<file path="config.mk">
export PLATFORM = sky130hd
export DESIGN_NAME = memCtrl_flat
export DESIGN_NICKNAME = d
export VERILOG_FILES = /design/src/verilog/memPkg.sv /design/src/verilog/memIfs.sv /design/src/verilog/memCtrl.sv /design/src/flat_wrapper.sv
export SDC_FILE = /design/constraint.sdc
export NUM_CORES = 1
export LEC_CHECK = 0
export BUFFER_PORTS_ARGS = -buffer_cell sky130_fd_sc_hd__buf_2
export CAP_MARGIN = 20
export CORE_UTILIZATION = 46
export DETAILED_ROUTE_END_ITERATION = 12
export PLACE_DENSITY_LB_ADDON = 0.1
export SETUP_SLACK_MARGIN = 0.05
export SLEW_MARGIN = 0
export SYNTH_ARGS = -nofsm -noshare
export SYNTH_HDL_FRONTEND = slang
export SYNTH_SLANG_ARGS = --single-unit
</file>
<file path="constraint.sdc">
create_clock -name clk -period 3.3 [get_ports clk]
set_input_delay 0.165 -clock clk [delete_from_list [all_inputs] [get_ports clk]]
set_output_delay 0.165 -clock clk [all_outputs]
set_load 0.05 [all_outputs]
</file>
<file path="src/verilog/memPkg.sv">
`default_nettype none

package memPkg;

    localparam int addrW = 32;
    localparam int wordW = 32;
    localparam int byteW = 8;
    // RAM decodes only the low address bits
    localparam int ramAddrW = 12;

    typedef enum logic [1:0] {
        sizeByte,
        sizeHalf,
        sizeWord
    } accSize;

    // byte sequencer position
    typedef enum logic [2:0] {
        stageZero,
        stageOne,
        stageTwo,
        stageThree,
        stageFour
    } stageT;

    typedef enum logic [1:0] {
        ownerIdle,
        ownerFetch,
        ownerData
    } ownerT;

    function automatic logic [2:0] accBytes(accSize size);
        case (size)
            sizeByte: return 3'd1;
            sizeHalf: return 3'd2;
            default:  return 3'd4;
        endcase
    endfunction

endpackage

`default_nettype wire
</file>
<file path="src/verilog/memIfs.sv">
`timescale 1ns/1ps
`default_nettype none

// instruction fetch port
interface fetchIf;
    import memPkg::*;

    logic             req;
    logic [addrW-1:0] addr;
    logic             done;
    logic [wordW-1:0] inst;

    modport requester (
        output req, addr,
        input  done, inst
    );

    modport ctrl (
        input  req, addr,
        output done, inst
    );
endinterface

// load/store port, rdata is raw little-endian bytes
interface dataIf;
    import memPkg::*;

    logic             req;
    logic             store;
    accSize           size;
    logic [addrW-1:0] addr;
    logic [wordW-1:0] wdata;
    logic             done;
    logic [wordW-1:0] rdata;

    modport requester (
        output req, store, size, addr, wdata,
        input  done, rdata
    );

    modport ctrl (
        input  req, store, size, addr, wdata,
        output done, rdata
    );
endinterface

`default_nettype wire

</file>
<file path="src/verilog/memCtrl.sv">
`timescale 1ns/1ps
`default_nettype none

module memCtrl (
    input  logic                          clk,
    input  logic                          rst,
    input  logic                          ioFull,
    input  logic [memPkg::byteW-1:0]      ramRdData,
    output logic [memPkg::ramAddrW-1:0]   ramAddr,
    output logic                          ramWrite,
    output logic [memPkg::byteW-1:0]      ramWrData,
    fetchIf.ctrl                          fetch,
    dataIf.ctrl                           data
);
    import memPkg::*;

    ownerT            owner;
    ownerT            curOwner;
    stageT            stage;
    stageT            curStage;
    logic [addrW-1:0] base;
    logic [addrW-1:0] curBase;
    logic [wordW-1:0] word;
    logic [wordW-1:0] fullWord;
    logic [2:0]       stageNum;
    logic [2:0]       lastStage;
    logic [2:0]       addrOffset;
    logic [1:0]       rdSlot;
    logic             isLast;
    logic             doneNow;

    // idle cycle doubles as stage zero of a newly accepted request
    always_comb begin
        curOwner = owner;
        curStage = stage;
        curBase  = base;
        if (owner == ownerIdle) begin
            curStage = stageZero;
            if (data.req) begin
                curOwner = ownerData;
                curBase  = data.addr;
            end else if (fetch.req) begin
                curOwner = ownerFetch;
                curBase  = fetch.addr;
            end
        end
    end

    assign stageNum = curStage;

    // stores finish on their last write, loads one cycle after the last address
    always_comb begin
        if (curOwner == ownerData) begin
            if (data.store) begin
                lastStage = accBytes(data.size) - 3'd1;
            end else begin
                lastStage = accBytes(data.size);
            end
        end else begin
            lastStage = 3'd4;
        end
    end

    assign isLast  = (stageNum == lastStage);
    assign doneNow = !ioFull && isLast && (curOwner != ownerIdle);

    // stalled: re-present the previous address so read data survives the stall
    assign addrOffset = (ioFull && stageNum != 3'd0) ? stageNum - 3'd1 : stageNum;
    assign ramAddr    = ramAddrW'(curBase + addrW'(addrOffset));
    assign ramWrite   = !ioFull && (curOwner == ownerData) && data.store;
    assign ramWrData  = data.wdata[byteW*stageNum[1:0] +: byteW];

    // byte arriving now belongs to the previous stage's address
    assign rdSlot = 2'(stageNum - 3'd1);

    always_comb begin
        fullWord = word;
        if (stageNum != 3'd0) begin
            fullWord[byteW*rdSlot +: byteW] = ramRdData;
        end
    end

    assign fetch.done = doneNow && (curOwner == ownerFetch);
    assign fetch.inst = fullWord;
    assign data.done  = doneNow && (curOwner == ownerData);
    assign data.rdata = fullWord;

    always_ff @(posedge clk) begin
        if (rst) begin
            owner <= ownerIdle;
            stage <= stageZero;
        end else if (!ioFull) begin
            if (doneNow) begin
                owner <= ownerIdle;
                stage <= stageZero;
            end else if (curOwner != ownerIdle) begin
                owner <= curOwner;
                stage <= stageT'(stageNum + 3'd1);
            end
        end
    end

    always_ff @(posedge clk) begin
        if (!ioFull) begin
            base <= curBase;
            if (owner == ownerIdle) begin
                word <= '0;
            end else begin
                word <= fullWord;
            end
        end
    end

endmodule

`default_nettype wire

</file>
<file path="src/flat_wrapper.sv">
// flat-port wrapper written by rule: the top's interface ports become plain ports
module memCtrl_flat import memPkg::*;
  (clk, rst, ioFull, ramRdData, ramAddr, ramWrite, ramWrData, fetch_req, fetch_addr, fetch_done, fetch_inst, data_req, data_store, data_size, data_addr, data_wdata, data_done, data_rdata);
  fetchIf fetch_i ();
  dataIf data_i ();
  input  logic clk;
  input  logic rst;
  input  logic ioFull;
  input  logic [memPkg::byteW-1:0] ramRdData;
  output logic [memPkg::ramAddrW-1:0] ramAddr;
  output logic ramWrite;
  output logic [memPkg::byteW-1:0] ramWrData;
  input wire logic [$bits(fetch_i.req)-1:0] fetch_req;
  input wire logic [$bits(fetch_i.addr)-1:0] fetch_addr;
  output wire logic [$bits(fetch_i.done)-1:0] fetch_done;
  output wire logic [$bits(fetch_i.inst)-1:0] fetch_inst;
  input wire logic [$bits(data_i.req)-1:0] data_req;
  input wire logic [$bits(data_i.store)-1:0] data_store;
  input wire logic [$bits(data_i.size)-1:0] data_size;
  input wire logic [$bits(data_i.addr)-1:0] data_addr;
  input wire logic [$bits(data_i.wdata)-1:0] data_wdata;
  output wire logic [$bits(data_i.done)-1:0] data_done;
  output wire logic [$bits(data_i.rdata)-1:0] data_rdata;
  assign fetch_i.req = fetch_req;
  assign fetch_i.addr = fetch_addr;
  assign fetch_done = fetch_i.done;
  assign fetch_inst = fetch_i.inst;
  assign data_i.req = data_req;
  assign data_i.store = data_store;
  assign data_i.size = data_size;
  assign data_i.addr = data_addr;
  assign data_i.wdata = data_wdata;
  assign data_done = data_i.done;
  assign data_rdata = data_i.rdata;
  memCtrl u_core (.clk(clk), .rst(rst), .ioFull(ioFull), .ramRdData(ramRdData), .ramAddr(ramAddr), .ramWrite(ramWrite), .ramWrData(ramWrData), .fetch(fetch_i), .data(data_i));
endmodule
</file>
Yosys cells after proc, flatten, opt, wreduce, memory -nomap -nowiden --
Cells that the tools add are included.
Word-level totals: bits in registers 69, latch bits 0, RAM bits 0, ROM bits 0, output and inout bits 87, memories kept 0
Cells by class: add/sub/neg operators 5, $mul 0, div/mod/pow operators 0, $lt $le $gt $ge 0, equal/unequal tests 4, shift operators 3, mux-type cells 19, bitwise logic cells 1, reductions and logical operators 14
Operators by type and width (count):
- 32-bit 2-to-1 mux | 4
- 5-bit negation with 34-bit output | 1
- 8-bit by 34-bit variable shift with 32-bit output (first input constant) | 1
- 8-bit by 34-bit indexed part select with 32-bit output | 1
- 32-bit bitwise mux | 1
- 32-bit by 6-bit indexed part select with 8-bit output | 1
- 3-bit 2-to-1 mux | 8
- 12-bit by 3-bit adder with 12-bit output | 1
- 2-bit 2-to-1 mux | 5
- 1-bit logical AND | 7
- 3-bit one-hot mux with 2 select lines | 1
- 3-bit by 1-bit subtractor with 3-bit output (second input constant) | 2
- 2-bit by 1-bit == test with 1-bit output (second input constant) | 2
- 2-bit zero test | 2
- 2-bit nonzero test | 2
- 3-bit by 1-bit adder with 3-bit output (second input constant) | 1
- 3-bit == test | 1
- 3-bit nonzero test | 1
- 2-bit == test (second input constant) | 1
- 2-bit AND reduction | 1
- 1-bit zero test | 1
- 1-bit inverter | 1

Longest topological paths before layout --
word-level depth 13, depth in mapped cells 15

Worst setup path after synthesis --
No wires, ideal clock.
path kind flip-flop to output port, from reg u_core.owner[0], to out ramAddr[10] (netlist bit), arrival time 3665 ps, slack -530 ps, cell stages (with the launch flop) 16, path buffers 2, cell sequence dfxtp_1 > or2_2 > buf_4 > nand2_2 > ha_1 > buf_1 > a21oi_1 > xnor2_1 > ha_1 > inv_1 > fa_1 > inv_1 > a21oi_1 > nor3_2 > or3b_1 > xnor2_1
Between the ends: longest elaborated chain between the ends 6, elaborated cells between the ends (all ways) 8
RTL lines:
- start: declaration | line memCtrl.sv:17 | ownerT owner;
- start signal: assignment | line memCtrl.sv:90 | owner <= ownerIdle;
- start signal: assignment | line memCtrl.sv:94 | owner <= ownerIdle;
- start signal: assignment | line memCtrl.sv:97 | owner <= curOwner;
- 2-bit zero test (*) | line memCtrl.sv:37 | if (owner == ownerIdle) begin
- branches (longest 4 deep; another with 3-bit by 1-bit subtractor with 3-bit output)
- 12-bit by 3-bit adder with 12-bit output (*) | line memCtrl.sv:69 | assign ramAddr = ramAddrW'(curBase + addrW'(addrOffset));
- end: declaration | line flat_wrapper.sv:10 | output logic [memPkg::ramAddrW-1:0] ramAddr;
Every way passes the cells marked *.

Worst setup path in the final report --
Ends and elaborated chain as after synthesis.

==> flow_summary.yaml <==
outcome:
  status: "completed"
sta:
  tightest_slew_ns: 0.9452
  rsz0062_at_grt: "true"
  slew_headroom: 0.3661
  skew_ns: 0.006089
  slew_violations: 0
  finalSetupViolCount: 0
  min_period_ns: 3.169
  max_freq_ghz: 0.3156
  final_hold_viol_count: 0
  post-route-period-util: 0.9602
detailed_routing:
  drt-met1-wl_um: 4316
  dr.pass1.iters: 4
  drc: 0
  ant_nets: 0
  drt-initial-drc-count: 111
  wl_met2_um: 4795
  avgViaCountPerCell: 5.359
  vias: 3510
  routed.top_layer: "met4"
  wl_met3_um: 401
  wire_per_inst_um: 14.65
  finalWirelength_um: 9593
finish:
  drive_above_1_share: 0.4545
  syn_to_final_growth_pct: 25.19
  antenna_cells: 0
  nets: 668
  final_core_util: 0.5895
floorplanning:
  rows: 33
  start_util: 0.4709
  io_pins: 199
  die_area_mm2: 0.008739
  coreArea_mm2: 0.008175
  die_w_um: 93.49
  fp.dieH_um: 93.49
setup_path:
  crit_slowest_cell: "or3b_4"
  critPathCaptureType: "output pin"
  cp.arrival_ns: 3.00
  r2r_setup_slack_ns: 0.75
  startpoint_type: "register"
  path_max_fanout: 4
  max_stage_delay_ns: 0.41
  cp_cell_sequence: "or2_4, nand2_4, ha_4, a21oi_2, xnor2_1, ha_2, inv_2, fa_2, inv_2, a21oi_4, nor3_4, or3b_4, xnor2_2, buf_6"
  crit_type: "register to output pin"
  rr_worst_depth: 9
  required_ns: 3.13
  cpMostUsedCell: "inv_2"
power_and_ir_drop:
  powerDensity_mw_per_mm2: 409.2
  ir_drop_mv: 0.2081
  leakage_nw: 2.199
  p_total_w: 0.001972
min_path:
  min_path_type: "input port to register"
  hold_path_depth: 3
logic_synthesis:
  ys_warn_count: 0
  yosys_register_bits: 49
  synth_edf_count: 44
  yosys_most_used_dff: "edfxtp_1"
  synthMostInstantiatedCell: "edfxtp_1"
  mappedNetlistArea_mm2: 0.003850
  synth-seq-area-share: 0.3692
  synth.top_cell.area_share: 0.3432
  synth_fp_nets: 540
  synth_cells: 421
  async_flop_share: 0
  synth_common_cells: "edfxtp_1, nor2_1, buf_4"
  synth_area_leader_cell: "edfxtp_1"
  syn_area_per_cell_um2: 9.145
  yosys-top-cells-area: "edfxtp_1, mux2_2, buf_4"
  synth_cell_types: 58
global_route:
  track_usage: 0.2219
  grt_overflow: 0
  grt_pass1_wl_um: 15190
  grt_max_degree: 45
  antenna_found_initial: 0
  grt_pass1_vias: 3183
clock_tree:
  worstSkewPairLatency_ns: 0.31
  cts-root-buf: "clkbuf_8"
  ctsLongestPathBuffers: 2
  cts_tree: "done"
  cts_buffers: 5
  clkSinkCount: 49
  h-tree-depth: 2
  path_clk_slew_ns: 0.10
  hold_buffers: 0
placement:
  gp_congestion: 0.7848
  hpwl_um: 7045
  io_buffers: 158
run:
  maxCapViolations: 0
==> power by group <==
part	internal (W)	total, W	switching (W)
clock	0.000155	0.000383	0.000228
sequential	0.000730	0.000746	0.0000163
combinational	0.000257	0.000843	0.000586
total	0.00114	0.00197	0.000830
==> worst paths after layout <==
| path | to | startpoint |
|---|---|---|
| min reg2reg | u_core.word[2]$_SDFFCE_PN0N_ | u_core.word[2]$_SDFFCE_PN0N_ |
| max | ramAddr[10] | u_core.owner[0]$_SDFFE_PP0P_ |
| min | u_core.owner[1]$_SDFFE_PP0P_ | rst |
| max reg2reg | u_core.word[24]$_SDFFCE_PN0N_ | u_core.owner[0]$_SDFFE_PP0P_ |
==> metal layers <==
| layer | track usage | vias to the layer above |
|---|---|---|
| li1 | - | 1732 |
| met1 | 0.2895 | 1676 |
| met2 | 0.3873 | 94 |
| met3 | 0.03252 | 8 |
| met4 | 0.05000 | 0 |
| met5 | 0 | - |
==> state kept, by name (all words and copies together), names as in the netlist <==
name	flops
u_core.stage	3
u_core.owner	2
u_core.base	12
u_core.word	32
==> cell families (layout without fill, tap and decap cells) <==
kind of cell	after synthesis	in the layout	share of synthesized area
buffers and inverters	70	199	0.1085
adder cells (fa/ha/maj)	7	7	0.02470
flip-flops	49	49	0.3692
AND/OR/NAND/NOR	163	163	0.2278
XOR/XNOR	12	12	0.02730
AO/OA/AOI/OAI	96	96	0.1722
multiplexers	24	24	0.07020
==> area by class of cell <==
type,instances,area [um^2]
Timing Repair Buffer,180,999.7
Clock inverter,3,26.28
Inverter,11,45.04
Fill cell,763,3356
Sequential cell,49,1424
Multi-Input combinational cell,302,2125
Clock buffer,5,68.82
Tap cell,105,131.4
==> cell usage in the layout, fill, tap and decap left out, types with 3 or more instances in the layout <==
master | Yosys | routed
a211o_1 | 3 | 3
a21oi_1 | 26 | 23
a21oi_2 | 1 | 3
a22o_1 | 9 | 9
a22oi_1 | 7 | 6
a31oi_1 | 9 | 9
and2_1 | 24 | 24
and2b_1 | 5 | 5
buf_2 | 6 | 153
buf_4 | 35 | 20
buf_6 | 2 | 3
clkbuf_8 | 0 | 5
clkinvlp_4 | 0 | 3
dfxtp_1 | 5 | 3
edfxtp_1 | 44 | 44
ha_1 | 6 | 4
inv_1 | 11 | 7
inv_2 | 0 | 3
mux2_2 | 24 | 24
nand2_1 | 32 | 31
nand3_1 | 13 | 13
nor2_1 | 41 | 40
nor2b_1 | 19 | 19
nor3_1 | 5 | 4
nor3b_1 | 4 | 4
o211ai_2 | 3 | 3
o21ai_0 | 11 | 10
o22ai_1 | 8 | 8
xnor2_1 | 9 | 5
xnor2_2 | 0 | 3
xor2_1 | 3 | 3
==> per-stage QoR <==
stage / hold slack [ns] / instance area, um^2 / setup slack, ns / instances / TNS [ns]
after floorplan: 0.3250 / 3891 / -0.2371 / 421 / -0.3461
after global placement: 0.4921 / 4564 / 0.1738 / 642 / 0
after detailed placement: 0.4870 / 4564 / 0.1262 / 642 / 0
after global routing: 0.1542 / 4820 / 0.02916 / 655 / 0
final: 0.1550 / 4820 / 0.1314 / 655 / 0
after CTS: 0.1401 / 4743 / -0.05459 / 652 / -0.05459
==> worst max-delay path: cells and delay by family, from the launching register on <==
family	cells	cell delay [ns]
XOR/XNOR	2	0.32
buffers and inverters	3	0.29
AND/OR/NAND/NOR	4	0.94
AO/OA/AOI/OAI	2	0.11
adder cells (fa/ha/maj)	3	0.70
flip-flops	1	0.33
==> timing repair <==
item / in CTS / in global routing
gates resized for setup: 23 / 13
buffers inserted: 2 / 3
setup endpoints to repair: 6 / 7
pin swaps: 10 / 10
Power figures use the tool's default switching activity.
