### config.mk
export PLATFORM = sky130hd
export DESIGN_NAME = instFetch_flat
export DESIGN_NICKNAME = d
export VERILOG_FILES = /design/src/verilog/memPkg.sv /design/src/verilog/memIfs.sv /design/src/verilog/instFetch.sv /design/src/flat_wrapper.sv
export SDC_FILE = /design/constraint.sdc
export NUM_CORES = 1
export LEC_CHECK = 0
export ABC_AREA = 0
export ABC_CLOCK_PERIOD_IN_PS = 5000
export BUFFER_PORTS_ARGS = -buffer_cell sky130_fd_sc_hd__buf_2
export CAP_MARGIN = 20
export CORE_MARGIN = 1
export CORE_UTILIZATION = 54
export CTS_CLUSTER_SIZE = 20
export DETAILED_ROUTE_END_ITERATION = 6
export PLACE_DENSITY_LB_ADDON = 0.1
export SLEW_MARGIN = 20
export SYNTH_ARGS = -nofsm -noshare
export SYNTH_HDL_FRONTEND = slang
export SYNTH_SLANG_ARGS = --single-unit
### constraint.sdc
create_clock -name clk -period 5 [get_ports clk]
set_input_delay 1.5 -clock clk [delete_from_list [all_inputs] [get_ports clk]]
set_output_delay 1.5 -clock clk [all_outputs]
set_load 0.005 [all_outputs]
### src/verilog/memPkg.sv
`default_nettype none

package memPkg;

    localparam int addrW = 32;
    localparam int wordW = 32;
    localparam int byteW = 8;
    // RAM decodes only the low address bits
    localparam int ramAddrW = 12;

    typedef enum logic [1:0] {
        sizeByte,
        sizeHalf,
        sizeWord
    } accSize;

    // byte sequencer position
    typedef enum logic [2:0] {
        stageZero,
        stageOne,
        stageTwo,
        stageThree,
        stageFour
    } stageT;

    typedef enum logic [1:0] {
        ownerIdle,
        ownerFetch,
        ownerData
    } ownerT;

    function automatic logic [2:0] accBytes(accSize size);
        case (size)
            sizeByte: return 3'd1;
            sizeHalf: return 3'd2;
            default:  return 3'd4;
        endcase
    endfunction

endpackage

`default_nettype wire
### src/verilog/memIfs.sv
`timescale 1ns/1ps
`default_nettype none

// instruction fetch port
interface fetchIf;
    import memPkg::*;

    logic             req;
    logic [addrW-1:0] addr;
    logic             done;
    logic [wordW-1:0] inst;

    modport requester (
        output req, addr,
        input  done, inst
    );

    modport ctrl (
        input  req, addr,
        output done, inst
    );
endinterface


`default_nettype wire

### src/verilog/instFetch.sv
`timescale 1ns/1ps
`default_nettype none

module instFetch (
    input  logic                     clk,
    input  logic                     rst,
    input  logic                     fetchEn,
    input  logic                     redirect,
    input  logic [memPkg::addrW-1:0] redirectPc,
    output logic                     instValid,
    output logic [memPkg::addrW-1:0] instPc,
    output logic [memPkg::wordW-1:0] inst,
    fetchIf.requester                fetch
);
    import memPkg::*;

    logic [addrW-1:0] pc;
    logic [addrW-1:0] heldAddr;
    logic             busy;
    logic             drop;

    // request stays up at the same address until done
    assign fetch.req  = busy || fetchEn;
    assign fetch.addr = busy ? heldAddr : pc;

    // a redirect kills the fetch that completes with it
    assign instValid = fetch.done && !drop && !redirect;
    assign instPc    = fetch.addr;
    assign inst      = fetch.inst;

    always_ff @(posedge clk) begin
        if (rst) begin
            pc   <= '0;
            busy <= 1'b0;
            drop <= 1'b0;
        end else begin
            if (fetch.done) begin
                busy <= 1'b0;
            end else if (fetch.req) begin
                busy <= 1'b1;
            end

            if (fetch.done) begin
                drop <= 1'b0;
            end else if (redirect && fetch.req) begin
                drop <= 1'b1;
            end

            if (redirect) begin
                pc <= redirectPc;
            end else if (instValid) begin
                pc <= fetch.addr + addrW'(4);
            end
        end
    end

    always_ff @(posedge clk) begin
        if (fetch.req && !busy) begin
            heldAddr <= pc;
        end
    end

endmodule

`default_nettype wire

### src/flat_wrapper.sv
// flat-port wrapper written by rule: the top's interface ports become plain ports
module instFetch_flat import memPkg::*;
  (clk, rst, fetchEn, redirect, redirectPc, instValid, instPc, inst, fetch_req, fetch_addr, fetch_done, fetch_inst);
  fetchIf fetch_i ();
  input  logic clk;
  input  logic rst;
  input  logic fetchEn;
  input  logic redirect;
  input  logic [memPkg::addrW-1:0] redirectPc;
  output logic instValid;
  output logic [memPkg::addrW-1:0] instPc;
  output logic [memPkg::wordW-1:0] inst;
  output wire logic [$bits(fetch_i.req)-1:0] fetch_req;
  output wire logic [$bits(fetch_i.addr)-1:0] fetch_addr;
  input wire logic [$bits(fetch_i.done)-1:0] fetch_done;
  input wire logic [$bits(fetch_i.inst)-1:0] fetch_inst;
  assign fetch_req = fetch_i.req;
  assign fetch_addr = fetch_i.addr;
  assign fetch_i.done = fetch_done;
  assign fetch_i.inst = fetch_inst;
  instFetch u_core (.clk(clk), .rst(rst), .fetchEn(fetchEn), .redirect(redirect), .redirectPc(redirectPc), .instValid(instValid), .instPc(instPc), .inst(inst), .fetch(fetch_i));
endmodule
* Word-level counts from Yosys, hierarchy flattened *
Cells that the tools add are included.

storage, ports and cells
  bits in registers = 66
  input port bits = 69
  logic and storage cells = 18

cells by class
  add/sub/neg operators = 1
  mux-type cells = 3
  reduce and logical (&&, ||, !) cells = 10

operators by type and width
  kind                                            number
  2-to-1 mux 32 bit                               3
  adder 32 x 3 -> 32 bit (second input constant)  1
  logical AND 1 bit                               4
  logical NOT 1 bit                               3
  nonzero test 2 bit                              1
  OR reduction 2 bit                              1
  logical OR 1 bit                                1

* Longest topological paths before layout *
Gate-level depths: netlist of the first run.

  depth after elaboration = 5
  depth in mapped cells = 11
  mapped depth without buffers = 7

* Least setup slack after synthesis of the first run *
OpenSTA, ideal clock, no wires.

  path kind = input-to-output
  from = input port redirect
  to = output port instValid
  arrival = 2.161 ns
  setup slack = 1.339 ns
  stages on the path = 3
  path buffers = 2
  path through = clkbuf_1 clkbuf_1 nor2_1

on the way
  word-level cells in the longest chain between the ends = 2

RTL lines
  what               line                RTL
  start, declared    flat_wrapper.sv:8   input logic redirect;
  logical NOT 1 bit  instFetch.sv:27     assign instValid = fetch.done && !drop && !redirect;
  logical AND 1 bit  instFetch.sv:27
  end, declared      flat_wrapper.sv:10  output logic instValid;

Every way passes these cells.

* Worst setup path after layout of the first run *
  from = register u_core.busy
  to = output port fetch_addr[30]

on the way
  word-level cells in the longest chain between the ends = 1

RTL lines
  what                    line                RTL
  start, declared         instFetch.sv:19     logic busy;
  start signal, assigned  instFetch.sv:34     busy <= 1'b0;
  start signal, assigned  instFetch.sv:38     busy <= 1'b0;
  start signal, assigned  instFetch.sv:40     busy <= 1'b1;
  2-to-1 mux 32 bit       instFetch.sv:24     assign fetch.addr = busy ? heldAddr : pc;
  end, declared           flat_wrapper.sv:14  output wire logic [$bits(fetch_i.addr)-1:0] fetch_addr;

Every way passes these cells.

==> impl_results.md, run 1 <==
- Outcome: finished, final reports clean
- CP max FO: 46
- Largest net degree at the start of global routing: 66
- Clock transition at path regs: 70 ps
- Die ar.: 8402 um2
- Fin crit share: 76.86%
- Crit path kind: flip-flop to primary output
- Worst Path Arrival: 2340 ps
- Fin area: 4624 um2
- Number of port buffers: 102
- CTS tree: yes
- Die Wd: between 90 and 100 um
- Global route overflow: 0
- First-pass GRT wire length: ~16,000 um
- Post-synth top flop: dfxtp_1
- CTS hold repair buffers: 0
- Vias in the first global route: 3,236
- TritonCTS sink count: 66
- ANT cells: 0
- Drt first pass iters: 4
- Most common cell after layout, fill and taps aside: buf_2
- CTS H-tree lvls: 3
- Non-Filler Instances: 599
- Worst Slack Setup Final: roughly 1200 ps
- LEAKAGE: 2.046 nW
- Final wirelength: about 10,000 um
- Pins Over Slew Limit: 0
- RSZ-0062 raised after global routing: no
- PD cells: ~290 nW/um2
- Post-synthesis async set-or-reset flop share: 0%
- Setup repair bufs after CTS: 0
- Crit start category: flip-flop
- Setup violators final: 0
- Worst path max stage delay: 960 ps
- Vias: 3,480
- CP Data Required Time: 3500 ps
- Post-route ant nets: 0
- Initial antenna violation count: 0
- CTS Root Buffer Type: clkbuf_8
- Starting Density: 55.90%
- Crit-path slowest cell: dfxtp_2
- Core Footprint: 7767 um2
- DRC viols: 0
- Post-Syn Nets: 531
- Worst-Skew Late Latency: 350 ps
- PostCTS Resize Cnt: 0
- Slew Limit Headroom: 35.25%
- Post-Route Skew: 8.734 ps
- Average wire per cell in the routed design: 17.02 um
- Post-DR vias/cell: 5.810
- Syn-to-layout area delta: 6.513%
- Cell Rows: 32
- Post-synthesis cell type count: 63
- Cells after DPL: 583
- # fillers: 731
- Register bit total from synthesis: 66
- Final hold vios: 0
- Longest Clk Path Bufs: 2
- Min-Delay Path Class: flip-flop to flip-flop
- Seq/Total Area, Yosys: 37.81%
- Final TNS setup: 0 ps
- Worst slack, placed: approximately 1400 ps
- Power, Total: 1.348 mW
- Area after DPL: between 4000 and 5000 um2
- Utilization after layout: 59.54%
- Final hold slack: 462.9 ps
- DP HPWL: 6821 um
- Max-cap viol count: 0
- Most frequent cells in the layout: 102 x buf_2, 40 x nand2_1, 33 x a21oi_1, 33 x dfxtp_1, 32 x edfxtp_1
- Avg Inst Size Synth: 9.418 um2
- Share of cells above drive strength 1: 31.99%
- Synthesized cell area: ~4300 um2
- Crit-path cells: buf_4 -> mux2i_1 -> inv_1 -> buf_2
- Gp weighted congestion: 0.8162
- Warnings, synthesis: 0
- Iter 0 DRT Violations: about 190
- Fmax: 0.2602 GHz
- Post-synth EDFFs: 32
- Cts bufs inserted: 9
- Min Tclk post-route: 3843 ps
- Die Y: 91.67 um
- Critical path endpoint category: primary output
- Mapped Cells: 461
- VDD IR max: about 0.00014 V
- NumNets Final: 562
- Worst slew pin tran: about 1000 ps
- Tot GR Track Use: 25.00%
- Num ports: 167
cells in the mapped netlist, types with 8 or more instances:
master | count | area share [%]
buf_4 | 66 | 11
nand2_1 | 40 | 3.5
dfxtp_1 | 34 | 16
a21oi_1 | 33 | 3.8
edfxtp_1 | 32 | 22
nor2_1 | 27 | 2.3
nand3_1 | 25 | 2.9
mux2_2 | 19 | 4.9
clkbuf_1 | 16 | 1.4
inv_1 | 16 | 1.4
mux2i_1 | 15 | 3.5
nand3b_1 | 12 | 2.1
nand4_1 | 10 | 1.4
nor2b_1 | 8 | 1.2
xnor2_1 | 8 | 1.6
registers in the layout, summed over array words and instances, names as in the netlist:
| register | count |
|---|---|
| u_core.heldAddr | 32 |
| u_core.drop | 1 |
| u_core.busy | 1 |
| u_core.pc | 32 |
area by class of cell:
class	count	area, um2	area share [%]
Clock buffer	14	172.7	3.734
Clock inverter	2	35.03	0.7576
Inverter	16	60.06	1.299
Multi-Input combinational cell	289	2016	43.59
Sequential cell	66	1643	35.52
Tap cell	102	127.6	2.760
Timing Repair Buffer	110	570.5	12.34
critical path, delay by kind of cell, from the launching register on:
family | cells | cell delay (ps)
buf+inv | 3 | 660
mux | 1 | 360
flops | 1 | 960
power breakdown:
group | internal [mW] | switching [mW]
combinational | 0.103 | 0.120
sequential | 0.611 | 0.0381
clock | 0.271 | 0.204
total | 0.985 | 0.363
final timing paths:
kind / from / end / slack (ps) / cells past startpoint
setup / recovery: u_core.busy / fetch_addr[30] / 1160 / 4
hold / removal: u_core.pc[31] / u_core.heldAddr[31] / 460 / 0
setup reg to reg: u_core.busy / u_core.pc[30] / 1820 / 7
hold reg to reg: u_core.pc[31] / u_core.heldAddr[31] / 460 / 0
logic make-up (layout without fill, tap and decap cells):
| family | after synthesis | in the layout | share of synthesized area, % |
|---|---|---|---|
| DFF | 66 | 66 | 37.81 |
| AOI/OAI and AO/OA | 87 | 87 | 14.41 |
| buffers and inverters | 106 | 142 | 15.82 |
| and+or+nand+nor | 151 | 151 | 19.91 |
| muxes | 35 | 35 | 8.732 |
| xor gates and xnor gates | 15 | 15 | 3.026 |
| adders and majority gates | 1 | 1 | 0.2881 |
layer usage:
metal	GRT usage, %	up-vias	wire length [um]
li1	-	1666	-
met2	38.66	120	4617
met4	11.77	0	263
met1	34.56	1659	4752
met5	0	-	0
met3	3.400	35	562
(Power assumes the default switching activity.)
==> inputs of run 2 (changes only) <==
--- a/config.mk
+++ b/config.mk
@@ -6,11 +6,11 @@
 export NUM_CORES = 1
 export LEC_CHECK = 0
 export ABC_AREA = 0
-export ABC_CLOCK_PERIOD_IN_PS = 5000
+export ABC_CLOCK_PERIOD_IN_PS = 3400
 export BUFFER_PORTS_ARGS = -buffer_cell sky130_fd_sc_hd__buf_2
 export CAP_MARGIN = 20
 export CORE_MARGIN = 1
-export CORE_UTILIZATION = 54
+export CORE_UTILIZATION = 45
 export CTS_CLUSTER_SIZE = 20
 export DETAILED_ROUTE_END_ITERATION = 6
 export PLACE_DENSITY_LB_ADDON = 0.1
==> constraint.sdc (replaced) <==
create_clock -name clk -period 3.4 [get_ports clk]
set_input_delay 1.02 -clock clk [delete_from_list [all_inputs] [get_ports clk]]
set_output_delay 1.02 -clock clk [all_outputs]
set_load 0.005 [all_outputs]
==> run 2 against run 1 <==
Effect of this change:
- count of clock-buffer cells in the layout down 2
- via count decreased by 2.1%
- clock power increased by 33%
- worst hold slack worse by 4.1 ps
- first-iteration DRC count fell by 19%
==> impl_results.md, run 2 (synthesis gave the netlist of run 1 again) <==
- Outcome: finished, final reports clean
- Gp weighted congestion: 0.7942 (-2.7%)
- Iter 0 DRT Violations: 154 (-19%)
- Share of cells above drive strength 1: 31.94% (-0.056 points)
- LEAKAGE: 2.052 nW (+0.28%)
- Setup repair bufs after CTS: 0 (unchanged)
- Hold_sp: u_core.pc[29]
- Min Tclk post-route: 2874 ps
- Crit-path cells: buf_12 -> mux2i_1 -> inv_1 -> buf_2
- Largest net degree at the start of global routing: 40 (-39%)
- Final TNS setup: 0 ps (unchanged)
- Crit-path slowest cell: dfxtp_2
- Starting Density: 46.77% (-9.1 points)
- Fin area: 4671 um2 (+1.0%)
- Tot GR Track Use: 20.77% (-4.2 points)
- Drt first pass iters: 4 (unchanged)
- Crit start category: flip-flop
- Initial antenna violation count: 0 (unchanged)
- NumNets Final: 566 (+0.71%)
- Hold Path Stages: 0 (unchanged)
- CTS tree: yes
- Die ar.: 10,050 um2 (+20%)
- Post-route ant nets: 0 (unchanged)
- Min-Delay Path Class: flip-flop to flip-flop
- Buffers & Inverters on Critical Path: 3 (unchanged)
- First-pass GRT wire length: 16,010 um (-1.8%)
- Clock transition at path regs: 80 ps (about the same)
- Most frequent cells in the layout: 102 x buf_2, 40 x nand2_1, 33 x a21oi_1, 33 x dfxtp_1, 32 x edfxtp_1
- CP Data Required Time: 2380 ps (-1120 ps)
- Worst path max stage delay: 530 ps (-430 ps)
- Global route overflow: 0 (unchanged)
- Final hold vios: 0 (unchanged)
- Vias in the first global route: 2,984 (-7.8%)
- Slew Limit Headroom: 44.04% (+8.8 points)
- Final wirelength: 10,490 um (+2.9%)
- Critical path endpoint category: primary output
- Hold worst-path end: u_core.heldAddr[29]
- Worst slew pin tran: 835.6 ps (-135.6 ps)
- Reg2Reg Setup Slack: 840 ps (-980 ps)
- Die Wd: 100.2 um (+9.3%)
- CTS hold repair buffers: 0 (unchanged)
- PostCTS Resize Cnt: 0 (unchanged)
- Longest Clk Path Bufs: 2 (unchanged)
- Crit path kind: flip-flop to primary output
- Fmax: 0.3480 GHz
- Number of port buffers: 102 (unchanged)
- Pins Over Slew Limit: 0 (unchanged)
- ANT cells: 0 (unchanged)
- Post-DR vias/cell: 5.410 (-6.9%)
- PD cells: 411.6 nW/um2 (+41%)
- Fin crit share: 84.52%
- Num ports: 167 (unchanged)
- DP HPWL: 7367 um (+8.0%)
- CP max FO: 38 (-17%)
- TritonCTS sink count: 66 (unchanged)
- Met1 GRT Util: 31.29% (-3.3 points)
- Reg2reg path depth: 7 (unchanged)
- CP top delay family: buffers and inverters
- Most common cell after layout, fill and taps aside: buf_2
- Setup violators final: 0 (unchanged)
- VDD IR max: 0.0001747 V (+21%)
- Worst r2r src: u_core.busy
- M3 GR Usage: 3.273% (-0.13 points)
- GR peak layer: met1
- DRC viols: 0 (unchanged)
- Biggest regs: u_core.heldAddr x32, u_core.pc x32
- Worst R2R End: u_core.pc[30]
- Cts bufs inserted: 9 (unchanged)
- Max-cap viol count: 0 (unchanged)
- Worst Path Arrival: 1850 ps (-490 ps)
- GR Layer Usage met2: 30.51% (-8.2 points)
- CTS H-tree lvls: 3 (unchanged)
- Core Footprint: 9284 um2 (+20%)
- Die Y: 100.2 um (+9.3%)
- Syn-to-layout area delta: 7.579%
- Average wire per cell in the routed design: 16.65 um (-2.2%)
- RSZ-0062 raised after global routing: no
- CTS Root Buffer Type: clkbuf_8
- Vias: 3,408 (-2.1%)
- Post-Route Skew: 11.33 ps (+2.592 ps)
- Area after DPL: 4493 um2 (+1.7%)
- Worst-Skew Late Latency: 340 ps (about the same)
- Cell Rows: 35 (+9.4%)
[run 2: changes by cell type in the layout (fill, tap and decap cells not counted)]
cell and delta:
clkbuf_8 -3, clkinv_1 +2, clkbuf_1 +1, buf_4 +3
buf_12 +1
[run 2: where the power goes]
part	total, mW	switching, mW	internal, mW
sequential	0.948	0.0504	0.898
combinational	0.343	0.186	0.157
clock	0.631	0.297	0.334
[run 2: through the flow]
stage               utilization (%)  setup WS (ps)  std cells  hold WS [ps]  total power, mW
floorplan                         -          507.6        461         425.6            1.238
global placement              48.40          673.2        614         437.8            1.306
detailed placement            48.40          667.9        614         442.5            1.310
CTS                           50.31          505.8        630         455.2            1.937
global route                  50.31          338.7        630         470.5            2.010
finish                        50.31          526.4        630         458.9            1.923
[run 2: worst max path at each step]
stage                startpoint                  to  slack, ps  cells past startpoint
global route        u_core.busy          instPc[17]        340                      4
floorplan               fetchEn  u_core.heldAddr[0]        510                      1
detailed placement   fetch_done           instValid        670                      4
finish              u_core.busy      fetch_addr[30]        530                      4
global placement     fetch_done           instValid        670                      4
CTS                 u_core.busy      fetch_addr[30]        510                      4
[run 2: worst reg2reg max path, delay by kind of cell, from the launching register on]
| family | cells | cell delay [ps] |
|---|---|---|
| muxes | 1 | 260 |
| buffers and inverters | 1 | 110 |
| DFF | 1 | 530 |
| AOI/OAI and AO/OA | 3 | 1130 |
| adders and majority gates | 1 | 190 |
| and+or+nand+nor | 1 | 250 |
[run 2: area by class of cell]
| type | count | area, um2 |
|---|---|---|
| fillers | 947 | 4613 |
| multi-input cells | 289 | 2016 |
| flip-flops and latches | 66 | 1643 |
| repair buffers | 114 | 613.1 |
| well taps | 129 | 161.4 |
| clock buffers | 12 | 135.1 |
| inverters | 16 | 60.06 |
| clock inverters | 4 | 42.54 |
[run 2: layer usage]
| metal | routed length [um] | vias to the layer above |
|---|---|---|
| met2 | 4520 | 132 |
| li1 | - | 1679 |
| met5 | 0 | - |
| met4 | 57 | 0 |
| met3 | 716 | 9 |
| met1 | 5198 | 1588 |
==> inputs of run 3 (changes only) <==
--- a/config.mk
+++ b/config.mk
@@ -6,7 +6,7 @@
 export NUM_CORES = 1
 export LEC_CHECK = 0
 export ABC_AREA = 0
-export ABC_CLOCK_PERIOD_IN_PS = 3400
+export ABC_CLOCK_PERIOD_IN_PS = 2500
 export BUFFER_PORTS_ARGS = -buffer_cell sky130_fd_sc_hd__buf_2
 export CAP_MARGIN = 20
 export CORE_MARGIN = 1
==> constraint.sdc (replaced) <==
create_clock -name clk -period 2.5 [get_ports clk]
set_input_delay 0.75 -clock clk [delete_from_list [all_inputs] [get_ports clk]]
set_output_delay 0.75 -clock clk [all_outputs]
set_load 0.005 [all_outputs]
==> run 3 against run 2 <==
Effect of this change:
- register-to-register slack worse by 520 ps
- cell count rose by 1.4%
- first-iteration DRC count grew 22%
- non-clock buffer count is 9 higher
- wire length up 1.8%
- critical path depth stayed put
- setup slack worse by 410 ps
- cell area increased by 2.5%
- clock skew shrank 3.2 ps
==> impl_results.md, run 3 (synthesis gave the netlist of run 1 again) <==
- Outcome: finished, final reports clean
- Multi-input logic area: 2027 um2 (+0.56%)
- Reg2reg path depth: 6 (-1)
- LEAKAGE: 2.110 nW (+2.8%)
- Die ar.: 10,050 um2 (unchanged)
- Tot GR Track Use: 21.60% (+0.83 points)
- Worst R2R End: u_core.pc[30]
- Starting Density: 46.77% (unchanged)
- CP Data Required Time: 1750 ps (-630 ps)
- Register area: 1643 um2 (unchanged)
- Worst Slack Setup Final: 114.3 ps (-412.1 ps)
- Worst slew pin tran: 463.8 ps (-371.8 ps)
- Gp weighted congestion: 0.8133 (+2.4%)
- Setup violators final: 0 (unchanged)
- Crit start category: flip-flop
- Most common cell after layout, fill and taps aside: buf_2
- Final TNS setup: 0 ps (unchanged)
- Vias: 3,500 (+2.7%)
- Number of port buffers: 102 (unchanged)
- Post-route ant nets: 0 (unchanged)
- # fillers: 910 (-3.9%)
- Global route overflow: 0 (unchanged)
- Max-cap viol count: 0 (unchanged)
- Crit path kind: flip-flop to primary output
- CP top delay family: buffers and inverters
- Initial antenna violation count: 0 (unchanged)
- Final wirelength: 10,680 um (+1.8%)
- DRC viols: 0 (unchanged)
- Average wire per cell in the routed design: 16.72 um (+0.40%)
- Iter 0 DRT Violations: 188 (+22%)
- Worst path max stage delay: 430 ps (-100 ps)
- Die Wd: 100.2 um (unchanged)
- ANT cells: 0 (unchanged)
- Post-DR vias/cell: 5.477 (+1.3%)
- Reg2Reg Setup Slack: 320 ps (-520 ps)
- Buffers & Inverters on Critical Path: 3 (unchanged)
- Drt first pass iters: 5 (+1)
- Core Footprint: 9284 um2 (unchanged)
- Fin area: 4790 um2 (+2.5%)
- VDD IR max: 0.0002104 V (+20%)
- CTS tree: yes
- CTS H-tree lvls: 3 (unchanged)
- Biggest regs: u_core.heldAddr x32, u_core.pc x32
- Fmax: 0.4192 GHz
- Post-Route Skew: 8.153 ps (-3.174 ps)
- Cts bufs inserted: 9 (unchanged)
- Final hold vios: 0 (unchanged)
- Fin crit share: around 95%
- CTS Root Buffer Type: clkbuf_8
- Area after DPL: 4577 um2 (+1.9%)
- Cell Rows: 35 (unchanged)
- TritonCTS sink count: 66 (unchanged)
- Longest Clk Path Bufs: 2 (unchanged)
- Pins Over Slew Limit: 0 (unchanged)
- Most frequent cells in the layout: 102 x buf_2, 40 x nand2_1, 33 x a21oi_1, 33 x dfxtp_1, 32 x edfxtp_1
- Worst-Skew Late Latency: 340 ps (about the same)
- Worst Path Arrival: 1640 ps (-210 ps)
- Hold_sp: u_core.pc[1]
- Min Tclk post-route: between 2000 and 2500 ps
- CP max FO: 30 (-21%)
- Min-Delay Path Class: flip-flop to flip-flop
- Slew Limit Headroom: 68.89% (+25 points)
- Hold worst-path end: u_core.heldAddr[1]
- NumNets Final: 575 (+1.6%)
- Die Y: 100.2 um (unchanged)
- Syn-to-layout area delta: 10.32%
- Crit-path cells: buf_12 -> mux2i_1 -> inv_1 -> buf_2
- Crit-path slowest cell: dfxtp_2
- Hold Path Stages: 0 (unchanged)
- RSZ-0062 raised after global routing: no
- PD cells: 565.6 nW/um2 (+37%)
- Clock transition at path regs: 80 ps (about the same)
- Worst r2r src: u_core.busy
- Share of cells above drive strength 1: 34.51% (+2.6 points)
- Worst slack, placed: 344.3 ps (-323.6 ps)
- DP HPWL: 7576 um (+2.8%)
- Vias in the first global route: 3,233 (+8.3%)
- CTS hold repair buffers: 0 (unchanged)
- First-pass GRT wire length: 16,850 um (+5.3%)
- Critical path endpoint category: primary output
- Largest net degree at the start of global routing: 47 (+18%)
- Num ports: 167 (unchanged)
==> run 3: layout make-up <==
cell class                 count  area share [%]
timing repair buffer         123           14.47
clock inverter                 4           1.045
inverter                      16           1.254
multi-input combinational    289           42.32
sequential                    66           34.30
clock buffer                  12           3.239
tap                          129           3.370
==> run 3: worst max path at each step <==
stage / from / endpoint / slack, ps / depth (start not counted)
after detailed placement: fetch_done / u_core.pc[27] / 340 / 5
final: u_core.busy / fetch_addr[22] / 110 / 4
after global routing: u_core.busy / fetch_addr[22] / 9 / 4
after global placement: fetch_done / instValid / 370 / 4
after CTS: u_core.busy / instPc[17] / 20 / 4
after floorplan: u_core.busy / u_core.pc[30] / 8 / 11
==> run 3: where the power goes <==
part / switching (mW) / total (mW) / internal, mW
Sequential: 0.0682 / 1.29 / 1.22
Clock: 0.425 / 0.939 / 0.514
Combinational: 0.258 / 0.481 / 0.223
==> run 3: what timing repair did <==
action / 4_1_cts / 5_1_grt
gates resized for setup: 0 / 2
endpoints found under the setup margin: 0 / 4
buffers inserted: 0 / 0
==> run 3: worst reg2reg max path, stage by stage, from the launching register on <==
cell and delay [ps]:
dfxtp_2 430, buf_12 210, mux2i_1 170, a211oi_1 450, nand4_2 240, o211a_1 260
a311o_1 300
==> run 3: metrics by stage <==
step                      cells  hold slack [ps]  util, %  total power, mW
after global routing        639            470.6    51.59            2.838
after global placement      623            437.8    49.30            1.787
after CTS                   639            460.8    51.51            2.725
after detailed placement    623            444.1    49.30            1.793
after floorplan             461            425.6        -            1.686
final                       639            457.8    51.59            2.709
==> run 3: layer usage <==
| layer | GRT usage (%) | wire length [um] | vias to the layer above |
|---|---|---|---|
| met2 | 33.03 | 4699 | 130 |
| met5 | 0 | 0 | - |
| met3 | 3.343 | 541 | 28 |
| met1 | 31.31 | 5271 | 1648 |
| met4 | 6.577 | 171 | 0 |
| li1 | - | - | 1694 |
